<file path="src/cpu_pkg.sv">
package cpu_pkg;

    localparam int data_width     = 32;
    localparam int reg_count      = 8;
    localparam int reg_addr_width = 3;
    localparam int instr_width    = 16;

    // Instruction field layout
    localparam int op_msb      = 15;
    localparam int op_lsb      = 12;
    localparam int rd_lsb      = 9;                 // Destination index
    localparam int ra_lsb      = 6;                 // Operand A index
    localparam int imm_sel_bit = 5;                 // Set for immediate B
    localparam int imm_width   = 5;                 // B index uses the low 3 bits

    // NZCV register layout
    localparam int flag_width = 4;
    localparam int flag_n     = 3;
    localparam int flag_z     = 2;
    localparam int flag_c     = 1;
    localparam int flag_v     = 0;

    typedef enum logic [3:0] {
        op_pass_a    = 4'd0,
        op_adc       = 4'd1,
        op_add       = 4'd2,
        op_and       = 4'd3,
        op_bic       = 4'd4,
        op_sub       = 4'd5,
        op_neg       = 4'd6,
        op_or        = 4'd7,
        op_sbc       = 4'd8,
        op_mul       = 4'd9,
        op_div       = 4'd10,
        op_mod       = 4'd11,
        op_pass_b    = 4'd12,                       // Move B
        op_xor       = 4'd13,
        op_land      = 4'd14,
        op_flag_load = 4'd15                        // NZCV from A[3:0]
    } alu_op_e;

endpackage

</file>
<file path="src/alu.sv">
`timescale 1ns/1ps

module alu (
    input  logic [cpu_pkg::data_width-1:0] channel_a,
    input  logic [cpu_pkg::data_width-1:0] channel_b,
    input  cpu_pkg::alu_op_e               control,
    input  logic                           previous_carry,
    output logic [cpu_pkg::data_width-1:0] operation_result,
    output logic                           negative_flag,
    output logic                           zero_flag,
    output logic                           carry_flag,
    output logic                           overflow_flag
);

    logic [cpu_pkg::data_width:0]   wide_sum;       // Extra top bit is carry out
    logic [cpu_pkg::data_width-1:0] neg_a;
    logic [cpu_pkg::data_width-1:0] neg_b;
    logic [cpu_pkg::data_width-1:0] eff_a;
    logic [cpu_pkg::data_width-1:0] eff_b;
    logic                           borrow_in;
    logic                           sign_overflow;

    assign neg_a     = -channel_a;
    assign neg_b     = -channel_b;
    assign borrow_in = ~previous_carry;

    // Adder path and the operands seen by the sign rule
    always_comb
    begin
        eff_a = channel_a;
        eff_b = channel_b;
        case (control)
            cpu_pkg::op_adc:
            begin
                wide_sum = {1'b0, channel_a} + {1'b0, channel_b}
                           + {{cpu_pkg::data_width{1'b0}}, previous_carry};
            end
            cpu_pkg::op_add:
            begin
                wide_sum = {1'b0, channel_a} + {1'b0, channel_b};
            end
            cpu_pkg::op_sub:
            begin
                eff_b    = neg_b;
                wide_sum = {1'b0, channel_a} + {1'b0, neg_b};
            end
            cpu_pkg::op_neg:
            begin
                eff_a    = '0;                      // Computed as 0 - A
                eff_b    = neg_a;
                wide_sum = -{1'b0, channel_a};
            end
            cpu_pkg::op_sbc:
            begin
                eff_b    = ~channel_b;              // A + ~B + C
                wide_sum = {1'b0, channel_a} - {1'b0, channel_b}
                           - {{cpu_pkg::data_width{1'b0}}, borrow_in};
            end
            default:
            begin
                wide_sum = {1'b0, channel_a};
            end
        endcase
    end

    // Operands of like sign giving a result of the other sign
    assign sign_overflow = (eff_a[cpu_pkg::data_width-1] == eff_b[cpu_pkg::data_width-1])
                           && (wide_sum[cpu_pkg::data_width-1] != eff_a[cpu_pkg::data_width-1]);

    always_comb
    begin
        operation_result = '0;
        negative_flag    = 1'b0;
        carry_flag       = 1'b0;
        overflow_flag    = 1'b0;
        case (control)
            cpu_pkg::op_adc, cpu_pkg::op_add, cpu_pkg::op_sub,
            cpu_pkg::op_neg, cpu_pkg::op_sbc:
            begin
                operation_result = wide_sum[cpu_pkg::data_width-1:0];
                negative_flag    = wide_sum[cpu_pkg::data_width-1];
                carry_flag       = wide_sum[cpu_pkg::data_width];
                overflow_flag    = sign_overflow;
            end
            cpu_pkg::op_and:
            begin
                operation_result = channel_a & channel_b;
                negative_flag    = operation_result[cpu_pkg::data_width-1];
            end
            cpu_pkg::op_bic:
            begin
                operation_result = channel_a & ~channel_b;
                negative_flag    = operation_result[cpu_pkg::data_width-1];
            end
            cpu_pkg::op_or:
            begin
                operation_result = channel_a | channel_b;
                negative_flag    = operation_result[cpu_pkg::data_width-1];
            end
            cpu_pkg::op_xor:
            begin
                operation_result = channel_a ^ channel_b;
                negative_flag    = operation_result[cpu_pkg::data_width-1];
            end
            cpu_pkg::op_mul:
            begin
                operation_result = channel_a * channel_b;   // Low word only
                negative_flag    = operation_result[cpu_pkg::data_width-1];
            end
            cpu_pkg::op_div:
            begin
                overflow_flag    = (channel_b == '0);
                operation_result = overflow_flag ? '0 : channel_a / channel_b;
            end
            cpu_pkg::op_mod:
            begin
                overflow_flag    = (channel_b == '0);
                operation_result = overflow_flag ? '0 : channel_a % channel_b;
            end
            cpu_pkg::op_pass_b:
            begin
                operation_result = channel_b;
            end
            cpu_pkg::op_land:
            begin
                operation_result = {{(cpu_pkg::data_width-1){1'b0}},
                                    (channel_a != '0) && (channel_b != '0)};
            end
            cpu_pkg::op_flag_load:
            begin
                negative_flag = channel_a[cpu_pkg::flag_n];
                carry_flag    = channel_a[cpu_pkg::flag_c];
                overflow_flag = channel_a[cpu_pkg::flag_v];
            end
            default:                                // Pass A
            begin
                operation_result = channel_a;
                negative_flag    = operation_result[cpu_pkg::data_width-1];
            end
        endcase
        // Z is loaded like the other flags for flag_load
        if (control == cpu_pkg::op_flag_load)
        begin
            zero_flag = channel_a[cpu_pkg::flag_z];
        end
        else
        begin
            zero_flag = (operation_result == '0);
        end
    end

endmodule

</file>
<file path="src/register_bank.sv">
`timescale 1ns/1ps

module register_bank (
    input  logic                               clk,
    input  logic                               rst_n,
    input  logic [cpu_pkg::reg_addr_width-1:0] rd_addr_a,
    input  logic [cpu_pkg::reg_addr_width-1:0] rd_addr_b,
    input  logic                               wr_en,
    input  logic [cpu_pkg::reg_addr_width-1:0] wr_addr,
    input  logic [cpu_pkg::data_width-1:0]     wr_data,
    output logic [cpu_pkg::data_width-1:0]     rd_data_a,
    output logic [cpu_pkg::data_width-1:0]     rd_data_b
);

    logic [cpu_pkg::data_width-1:0] regs [cpu_pkg::reg_count];

    always_ff @(posedge clk or negedge rst_n)
    begin
        if (!rst_n)
        begin
            for (int i = 0; i < cpu_pkg::reg_count; i++)
            begin
                regs[i] <= '0;
            end
        end
        else if (wr_en)
        begin
            regs[wr_addr] <= wr_data;
        end
    end

    // Write-through so the next instruction sees this cycle's result
    assign rd_data_a = (wr_en && (wr_addr == rd_addr_a)) ? wr_data : regs[rd_addr_a];
    assign rd_data_b = (wr_en && (wr_addr == rd_addr_b)) ? wr_data : regs[rd_addr_b];

    wr_addr_known: assert property (
        @(posedge clk) disable iff (!rst_n)
        wr_en |-> !$isunknown(wr_addr)
    ) else $error("register_bank write with unknown address");

endmodule

</file>
<file path="src/instr_decode.sv">
`timescale 1ns/1ps

module instr_decode (
    input  logic                               instr_valid,
    input  logic [cpu_pkg::instr_width-1:0]    instr,
    input  logic [cpu_pkg::data_width-1:0]     rd_data_a,
    input  logic [cpu_pkg::data_width-1:0]     rd_data_b,
    output logic [cpu_pkg::reg_addr_width-1:0] rd_addr_a,
    output logic [cpu_pkg::reg_addr_width-1:0] rd_addr_b,
    output logic                               dec_valid,
    output cpu_pkg::alu_op_e                   dec_op,
    output logic [cpu_pkg::reg_addr_width-1:0] dec_dest,
    output logic [cpu_pkg::data_width-1:0]     dec_operand_a,
    output logic [cpu_pkg::data_width-1:0]     dec_operand_b
);

    logic                              use_imm;
    logic [cpu_pkg::imm_width-1:0]     imm_field;
    logic [cpu_pkg::data_width-1:0]    imm_value;

    assign use_imm   = instr[cpu_pkg::imm_sel_bit];
    assign imm_field = instr[cpu_pkg::imm_width-1:0];

    // Unsigned immediate
    assign imm_value = {{(cpu_pkg::data_width-cpu_pkg::imm_width){1'b0}}, imm_field};

    assign rd_addr_a = instr[cpu_pkg::ra_lsb +: cpu_pkg::reg_addr_width];
    assign rd_addr_b = instr[cpu_pkg::reg_addr_width-1:0];   // Low bits of imm field

    assign dec_valid     = instr_valid;
    assign dec_op        = cpu_pkg::alu_op_e'(instr[cpu_pkg::op_msb:cpu_pkg::op_lsb]);
    assign dec_dest      = instr[cpu_pkg::rd_lsb +: cpu_pkg::reg_addr_width];
    assign dec_operand_a = rd_data_a;
    assign dec_operand_b = use_imm ? imm_value : rd_data_b;

endmodule

</file>
<file path="src/id_ex_stage.sv">
`timescale 1ns/1ps

module id_ex_stage (
    input  logic                               clk,
    input  logic                               rst_n,
    input  logic                               dec_valid,
    input  cpu_pkg::alu_op_e                   dec_op,
    input  logic [cpu_pkg::reg_addr_width-1:0] dec_dest,
    input  logic [cpu_pkg::data_width-1:0]     dec_operand_a,
    input  logic [cpu_pkg::data_width-1:0]     dec_operand_b,
    output logic                               ex_valid,
    output cpu_pkg::alu_op_e                   ex_op,
    output logic [cpu_pkg::reg_addr_width-1:0] ex_dest,
    output logic [cpu_pkg::data_width-1:0]     ex_operand_a,
    output logic [cpu_pkg::data_width-1:0]     ex_operand_b
);

    always_ff @(posedge clk or negedge rst_n)
    begin
        if (!rst_n)
        begin
            ex_valid <= 1'b0;
        end
        else
        begin
            ex_valid <= dec_valid;
        end
    end

    // Payload holds its value through idle cycles
    always_ff @(posedge clk)
    begin
        if (dec_valid)
        begin
            ex_op        <= dec_op;
            ex_dest      <= dec_dest;
            ex_operand_a <= dec_operand_a;
            ex_operand_b <= dec_operand_b;
        end
    end

    ex_valid_known: assert property (
        @(posedge clk) disable iff (!rst_n)
        !$isunknown(ex_valid)
    ) else $error("id_ex_stage valid bit is unknown");

endmodule

</file>
<file path="src/exec_stage.sv">
`timescale 1ns/1ps

module exec_stage (
    input  logic                               clk,
    input  logic                               rst_n,
    input  logic                               ex_valid,
    input  cpu_pkg::alu_op_e                   ex_op,
    input  logic [cpu_pkg::reg_addr_width-1:0] ex_dest,
    input  logic [cpu_pkg::data_width-1:0]     ex_operand_a,
    input  logic [cpu_pkg::data_width-1:0]     ex_operand_b,
    output logic                               wr_en,
    output logic [cpu_pkg::reg_addr_width-1:0] wr_addr,
    output logic [cpu_pkg::data_width-1:0]     wr_data,
    output logic                               result_valid,
    output logic [cpu_pkg::data_width-1:0]     result_data,
    output logic [cpu_pkg::reg_addr_width-1:0] result_dest,
    output logic [cpu_pkg::flag_width-1:0]     flags
);

    logic [cpu_pkg::flag_width-1:0] nzcv;
    logic [cpu_pkg::data_width-1:0] alu_result;
    logic                           alu_n;
    logic                           alu_z;
    logic                           alu_c;
    logic                           alu_v;

    alu alu_i (
        .channel_a        (ex_operand_a),
        .channel_b        (ex_operand_b),
        .control          (ex_op),
        .previous_carry   (nzcv[cpu_pkg::flag_c]),
        .operation_result (alu_result),
        .negative_flag    (alu_n),
        .zero_flag        (alu_z),
        .carry_flag       (alu_c),
        .overflow_flag    (alu_v)
    );

    // Flag load touches no register
    assign wr_en   = ex_valid && (ex_op != cpu_pkg::op_flag_load);
    assign wr_addr = ex_dest;
    assign wr_data = alu_result;

    always_ff @(posedge clk or negedge rst_n)
    begin
        if (!rst_n)
        begin
            nzcv         <= '0;
            result_valid <= 1'b0;
        end
        else
        begin
            result_valid <= ex_valid;
            if (ex_valid)
            begin
                nzcv[cpu_pkg::flag_n] <= alu_n;
                nzcv[cpu_pkg::flag_z] <= alu_z;
                nzcv[cpu_pkg::flag_c] <= alu_c;
                nzcv[cpu_pkg::flag_v] <= alu_v;
            end
        end
    end

    always_ff @(posedge clk)
    begin
        if (ex_valid)
        begin
            result_data <= alu_result;              // Zero for flag load
            result_dest <= ex_dest;
        end
    end

    assign flags = nzcv;

endmodule

</file>
<file path="src/exec_slice_top.sv">
`timescale 1ns/1ps

module exec_slice_top (
    input  logic                               clk,
    input  logic                               rst_n,
    input  logic                               instr_valid,
    input  logic [cpu_pkg::instr_width-1:0]    instr,
    output logic                               result_valid,
    output logic [cpu_pkg::data_width-1:0]     result_data,
    output logic [cpu_pkg::reg_addr_width-1:0] result_dest,
    output logic [cpu_pkg::flag_width-1:0]     flags
);

    logic [cpu_pkg::reg_addr_width-1:0] rd_addr_a;
    logic [cpu_pkg::reg_addr_width-1:0] rd_addr_b;
    logic [cpu_pkg::data_width-1:0]     rd_data_a;
    logic [cpu_pkg::data_width-1:0]     rd_data_b;

    logic                               dec_valid;
    cpu_pkg::alu_op_e                   dec_op;
    logic [cpu_pkg::reg_addr_width-1:0] dec_dest;
    logic [cpu_pkg::data_width-1:0]     dec_operand_a;
    logic [cpu_pkg::data_width-1:0]     dec_operand_b;

    logic                               ex_valid;
    cpu_pkg::alu_op_e                   ex_op;
    logic [cpu_pkg::reg_addr_width-1:0] ex_dest;
    logic [cpu_pkg::data_width-1:0]     ex_operand_a;
    logic [cpu_pkg::data_width-1:0]     ex_operand_b;

    logic                               wr_en;
    logic [cpu_pkg::reg_addr_width-1:0] wr_addr;
    logic [cpu_pkg::data_width-1:0]     wr_data;

    instr_decode instr_decode_i (
        .instr_valid   (instr_valid),
        .instr         (instr),
        .rd_data_a     (rd_data_a),
        .rd_data_b     (rd_data_b),
        .rd_addr_a     (rd_addr_a),
        .rd_addr_b     (rd_addr_b),
        .dec_valid     (dec_valid),
        .dec_op        (dec_op),
        .dec_dest      (dec_dest),
        .dec_operand_a (dec_operand_a),
        .dec_operand_b (dec_operand_b)
    );

    register_bank register_bank_i (
        .clk       (clk),
        .rst_n     (rst_n),
        .rd_addr_a (rd_addr_a),
        .rd_addr_b (rd_addr_b),
        .wr_en     (wr_en),
        .wr_addr   (wr_addr),
        .wr_data   (wr_data),
        .rd_data_a (rd_data_a),
        .rd_data_b (rd_data_b)
    );

    id_ex_stage id_ex_stage_i (
        .clk           (clk),
        .rst_n         (rst_n),
        .dec_valid     (dec_valid),
        .dec_op        (dec_op),
        .dec_dest      (dec_dest),
        .dec_operand_a (dec_operand_a),
        .dec_operand_b (dec_operand_b),
        .ex_valid      (ex_valid),
        .ex_op         (ex_op),
        .ex_dest       (ex_dest),
        .ex_operand_a  (ex_operand_a),
        .ex_operand_b  (ex_operand_b)
    );

    exec_stage exec_stage_i (
        .clk          (clk),
        .rst_n        (rst_n),
        .ex_valid     (ex_valid),
        .ex_op        (ex_op),
        .ex_dest      (ex_dest),
        .ex_operand_a (ex_operand_a),
        .ex_operand_b (ex_operand_b),
        .wr_en        (wr_en),
        .wr_addr      (wr_addr),
        .wr_data      (wr_data),
        .result_valid (result_valid),
        .result_data  (result_data),
        .result_dest  (result_dest),
        .flags        (flags)
    );

endmodule

</file>
<file path="config.mk">
export PLATFORM = sky130hd
export DESIGN_NAME = exec_slice_top
export DESIGN_NICKNAME = d
export VERILOG_FILES = /design/src/cpu_pkg.sv /design/src/alu.sv /design/src/register_bank.sv /design/src/instr_decode.sv /design/src/id_ex_stage.sv /design/src/exec_stage.sv /design/src/exec_slice_top.sv
export SDC_FILE = /design/constraint.sdc
export NUM_CORES = 2
export LEC_CHECK = 0
export ABC_CLOCK_PERIOD_IN_PS = 70500
export BUFFER_PORTS_ARGS = -buffer_cell sky130_fd_sc_hd__clkbuf_2
export CAP_MARGIN = 30
export CORE_ASPECT_RATIO = 2
export CORE_MARGIN = 5
export CORE_UTILIZATION = 57
export CTS_CLUSTER_SIZE = 20
export DETAILED_ROUTE_END_ITERATION = 7
export GPL_TIMING_DRIVEN = 0
export PLACE_DENSITY = 0.84
export SLEW_MARGIN = 20
export SYNTH_ARGS = -nofsm -noshare
export SYNTH_HDL_FRONTEND = slang
export SYNTH_HIERARCHICAL = 1
export SYNTH_SLANG_ARGS = --single-unit
</file>
<file path="constraint.sdc">
create_clock -name clk -period 70.5 [get_ports clk]
set_clock_uncertainty 0.2 [all_clocks]
set_input_delay 7.05 -clock clk [delete_from_list [all_inputs] [get_ports clk]]
set_output_delay 7.05 -clock clk [all_outputs]
set_load 0.01 [all_outputs]
</file>
==> out/qor.csv, run 1 <==
metric;value;unit
Port-buffer cells;47;
DP Cell Count;11400;
sequential area share after synthesis;12.5;%
die height;532;µm
register bit count reported by yosys;368;
Longest Clk Path Bufs;3;
Routability Congestion;1.25;
status;aborted with a tool error;
# H-tree levels;1;
clk root buf;clkbuf_16;
Starting Density;57.3;%
count leader, synth;nand2_1;
Stopped at;global routing;
main area contributors after synthesis;ha_1, fa_1, dfrtp_1;
worst_ep grt;exec_stage_i/flags[2]$_DFFE_PN0P_/D;
Synth Instances;9469;
post-synth cell types;111;
Synth top area share;13.7;%
synth cell count leaders;nand2_1, ha_1, inv_1, nor2_1, a21oi_1;
ys flop type;dfrtp_1;
Post-synth EDFFs;106;
Async S/R FF share, synth;71.2;%
clock sinks;368;
Core Rows;191;
Avg Cell Area, Syn;8.20;µm²
Worst EP Category;register input;
Die W;271;µm
GRT Residual Overflow;9;
first error in the log;[ERROR GRT-0232] Routing congestion too high. Check the congestion heatmap in the GUI.;
GRT Overall Usage;66.6;%
clock buffer count from CTS;23;
post-synth top area cell;ha_1;
post-synth net total;10800;
Post-DP HPWL;340;mm
largest net degree at the start of global routing;103;
# IOs;59;
Yosys warning count;6;
Synth Cell Area;0.0776;mm²
hold_buf cts;0;
## cell families after synthesis
| family | after synthesis | share of synthesized area (%) |
|---|---|---|
| AOI/OAI and AO/OA | 2466 | 21.5 |
| xor gates and xnor gates | 595 | 6.71 |
| adders and majority gates | 1262 | 24.3 |
| buffers and inverters | 1279 | 6.75 |
| DFF | 368 | 12.5 |
| muxes | 583 | 10.7 |
| and+or+nand+nor | 2916 | 17.5 |
## metal layers
layer | GRT overflow | GRT usage, %
met5 | 0 | 13.6
met4 | 4 | 73.6
met3 | 0 | 43.5
met2 | 5 | 89.5
met1 | 0 | 63.2
## timing repair
item                                    CTS
hold endpoints to repair                  0
endpoints found under the setup margin  353
buffers inserted                        164
gates resized for setup                 745
pin swaps                               116
gates cloned                              0
## per-stage QoR
stage | setup WS, ns | instance area [µm²]
after floorplan | 0.157 | 77600
after global placement | -40.44 | 80100
after detailed placement | -36.53 | 81800
after CTS | 0.0212 | 86700
==> run 2, diff against run 1 <==
--- a/config.mk
+++ b/config.mk
@@ -5,16 +5,14 @@
 export SDC_FILE = /design/constraint.sdc
 export NUM_CORES = 2
 export LEC_CHECK = 0
-export ABC_CLOCK_PERIOD_IN_PS = 70500
+export ABC_CLOCK_PERIOD_IN_PS = 91700
 export BUFFER_PORTS_ARGS = -buffer_cell sky130_fd_sc_hd__clkbuf_2
 export CAP_MARGIN = 30
-export CORE_ASPECT_RATIO = 2
 export CORE_MARGIN = 5
-export CORE_UTILIZATION = 57
-export CTS_CLUSTER_SIZE = 20
+export CORE_UTILIZATION = 40
 export DETAILED_ROUTE_END_ITERATION = 7
 export GPL_TIMING_DRIVEN = 0
-export PLACE_DENSITY = 0.84
+export PLACE_DENSITY_LB_ADDON = 0.15
 export SLEW_MARGIN = 20
 export SYNTH_ARGS = -nofsm -noshare
 export SYNTH_HDL_FRONTEND = slang
==> constraint.sdc (replaced) <==
create_clock -name clk -period 91.7 [get_ports clk]
set_clock_uncertainty 0.2 [all_clocks]
set_input_delay 9.17 -clock clk [delete_from_list [all_inputs] [get_ports clk]]
set_output_delay 9.17 -clock clk [all_outputs]
set_load 0.01 [all_outputs]
==> run 2 against run 1 <==
The run now ends clean; synthesized area stayed put; synthesized cell count stayed put.
==> out/qor.csv, run 2 <==
metric;value;unit;change
core box area;0.193;mm²;
minimum clock period;89.61;ns;
Avg Cell Area, Syn;8.20;µm²;unchanged
vias in the first global route;76900;;
status;finished, final reports clean;;
CTS tree;done;;
Required @ worst endpoint;91.99;ns;
post-synth top area cell;ha_1;;
Routability Congestion;1.11;;-11%
critical path peak fanout;10;;
area of the multi-input gates;0.0635;mm²;
TNS Setup;0;ns;
Port-buffer cells;47;;unchanged
Post-Route WL;419;mm;
area grow syn2layout;9.50;%;
clock buffer count from CTS;38;;+65%
Starting Density;40.3;%;-17 points
# IOs;59;;unchanged
min-delay worst type;reg -> reg;;
routed vias;80600;;
total of max-cap violations;0;;
cell repeated most along the worst path;ha_1;;
synth cell count leaders;nand2_1, ha_1, inv_1, nor2_1, a21oi_1;;
count leader, synth;nand2_1;;
Synth top area share;13.7;%;unchanged
post-synth net total;10800;;unchanged
post-synth cell types;111;;unchanged
register bit count reported by yosys;368;;unchanged
ys flop type;dfrtp_1;;
share of cells above drive strength 1;10.9;%;
initial antenna violation count;26;;
Wirelength per Cell;34.3;µm;
largest net degree at the start of global routing;92;;
worst-margin pin slew;1.19;ns;
first-pass GRT wire length;583;mm;
Slowest-stage cell, CP;nor3_2;;
Reg with most FFs;register_bank_i/regs;;
Async S/R FF share, synth;71.2;%;unchanged
RR Startpoint;id_ex_stage_i/ex_operand_b[31];;
Vias/cell;6.58;;
Final Hold Viols;0;;
ANT nets after route;0;;
main area contributors after synthesis;ha_1, fa_1, dfrtp_1;;
WP buf/inv;60;;
Post-synth EDFFs;106;;unchanged
Critical Path Start Type;register;;
DRT iter0 DRCs;9513;;
Synth Cell Area;0.0776;mm²;unchanged
Synth Instances;9469;;unchanged
Sequential cell area;0.00974;mm²;
GRT Overall Usage;39.5;%;
drt first pass iters;7;;
RSZ-0062 raised after global routing;no;;
clk root buf;clkbuf_16;;
GRT Residual Overflow;0;;
sequential area share after synthesis;12.5;%;unchanged
max reg flops;256;;
Slew headroom;20.4;%;
die height;451;µm;-15%
Core Rows;161;;-16%
DP Cell Count;12100;;+6.8%
clock sinks;368;;unchanged
final period utilization;97.7;%;
Yosys warning count;6;;unchanged
Die W;451;µm;+66%
non-filler cells in the finished layout;12200;;
most common cell after layout, fill and taps aside;nand2_1;;
Largest delay share family, worst path;compound AO/OA/AOI/OAI gates;;
Longest Clk Path Bufs;3;;unchanged
CP Launch Point;id_ex_stage_i/ex_operand_b[31];;
Finish-stage setup viols;0;;
Worst-Skew Late Latency;0.56;ns;
Peak Freq;11.2;MHz;
hold path startpoint;id_ex_stage_i/ex_dest[1];;
drt drc;0;;
Final Util;44.1;%;
most frequent cells in the layout;nand2_1, ha_1, inv_1;;
CP Class;reg -> reg;;
die area;0.203;mm²;
Post-DP HPWL;336;mm;-1.3%
fin. max-slew vios;0;;
Clock Pin Slew Worst Setup and Hold Paths;0.07;ns;
fill count;19500;;
Final #Nets;10900;;
Worst Path Arrival;89.90;ns;
Largest stage delay, worst path;0.71;ns;
# H-tree levels;2;;+1
CP endpoint kind;register;;
[run 2: cell counts after synthesis]
Identical to the previous run, type by type.
[run 2: path summary, 6_finish.rpt]
check                                               to  cells past startpoint  slack (ns)
setup / recovery                 exec_stage_i/flags[2]                    310        2.09
hold / removal             exec_stage_i/result_dest[1]                      0        0.26
setup reg to reg                 exec_stage_i/flags[2]                    310        2.09
hold reg to reg            exec_stage_i/result_dest[1]                      0        0.26
max in group asynchronous    register_bank_i/regs[133]                      3       81.74
min in group asynchronous     register_bank_i/regs[81]                      1        8.35
[run 2: cell type report]
class | instances | share of cell area [%]
multi-input combinational | 7822 | 74.7
clock buffer | 49 | 1.21
antenna | 20 | 0.0589
tap | 2526 | 3.72
sequential | 368 | 11.5
clock inverter | 21 | 0.409
buffer | 495 | 2.90
timing repair buffer | 165 | 2.07
inverter | 777 | 3.49
[run 2: timing repair]
item                                    in CTS  in global routing
endpoints found under the setup margin     353                353
setup buffers                                3                 13
endpoints found under the hold margin        0                  0
pin swaps                                    4                  5
hold buffers                                 0                  0
gates resized for setup                    129                119
gates cloned                                 0                  0
[run 2: layer usage]
layer  GRT usage, %  part of all wire [%]  vias to the layer above
met5         0.0710                 0.036                        -
met4           21.0                   6.8                       22
met3           9.21                    10                     1124
met2           59.3                    42                     4646
met1           52.6                    41                    40200
li1               -                     -                    34600
[run 2: worst register-to-register path, delay by kind of cell (launching register included)]
family                     cells  cell delay, ns
buffers and inverters         60           18.81
AOI/OAI and AO/OA            142           40.11
DFF                            1            0.64
muxes                          5            1.80
and+or+nand+nor               72           17.69
adders and majority gates     31           10.33
[run 2: per-stage QoR]
step	setup WS, ns	area (µm²)	hold slack (ns)
detailed placement	-16.43	82600	0.238
global placement	-25.13	81000	0.234
finish	2.09	85000	0.258
global route	0.0649	85000	0.279
floorplan	20.50	77600	0.228
CTS	0.00851	84400	0.257
[run 2: logic make-up (layout without fill, tap and decap cells)]
kind of cell	Yosys count	in the layout	synth area share (%)
simple gates	2916	2916	17.5
compound gates	2466	2466	21.5
mux	583	583	10.7
fa+ha+maj	1262	1262	24.3
flops	368	368	12.5
xor+xnor	595	595	6.71
buf+inv	1279	1507	6.75
other cells	0	20	0
Power of run 2 is left out: the tool's default activity adds up to more than one toggle a clock period on the data nets, which glitch-free logic cannot reach.
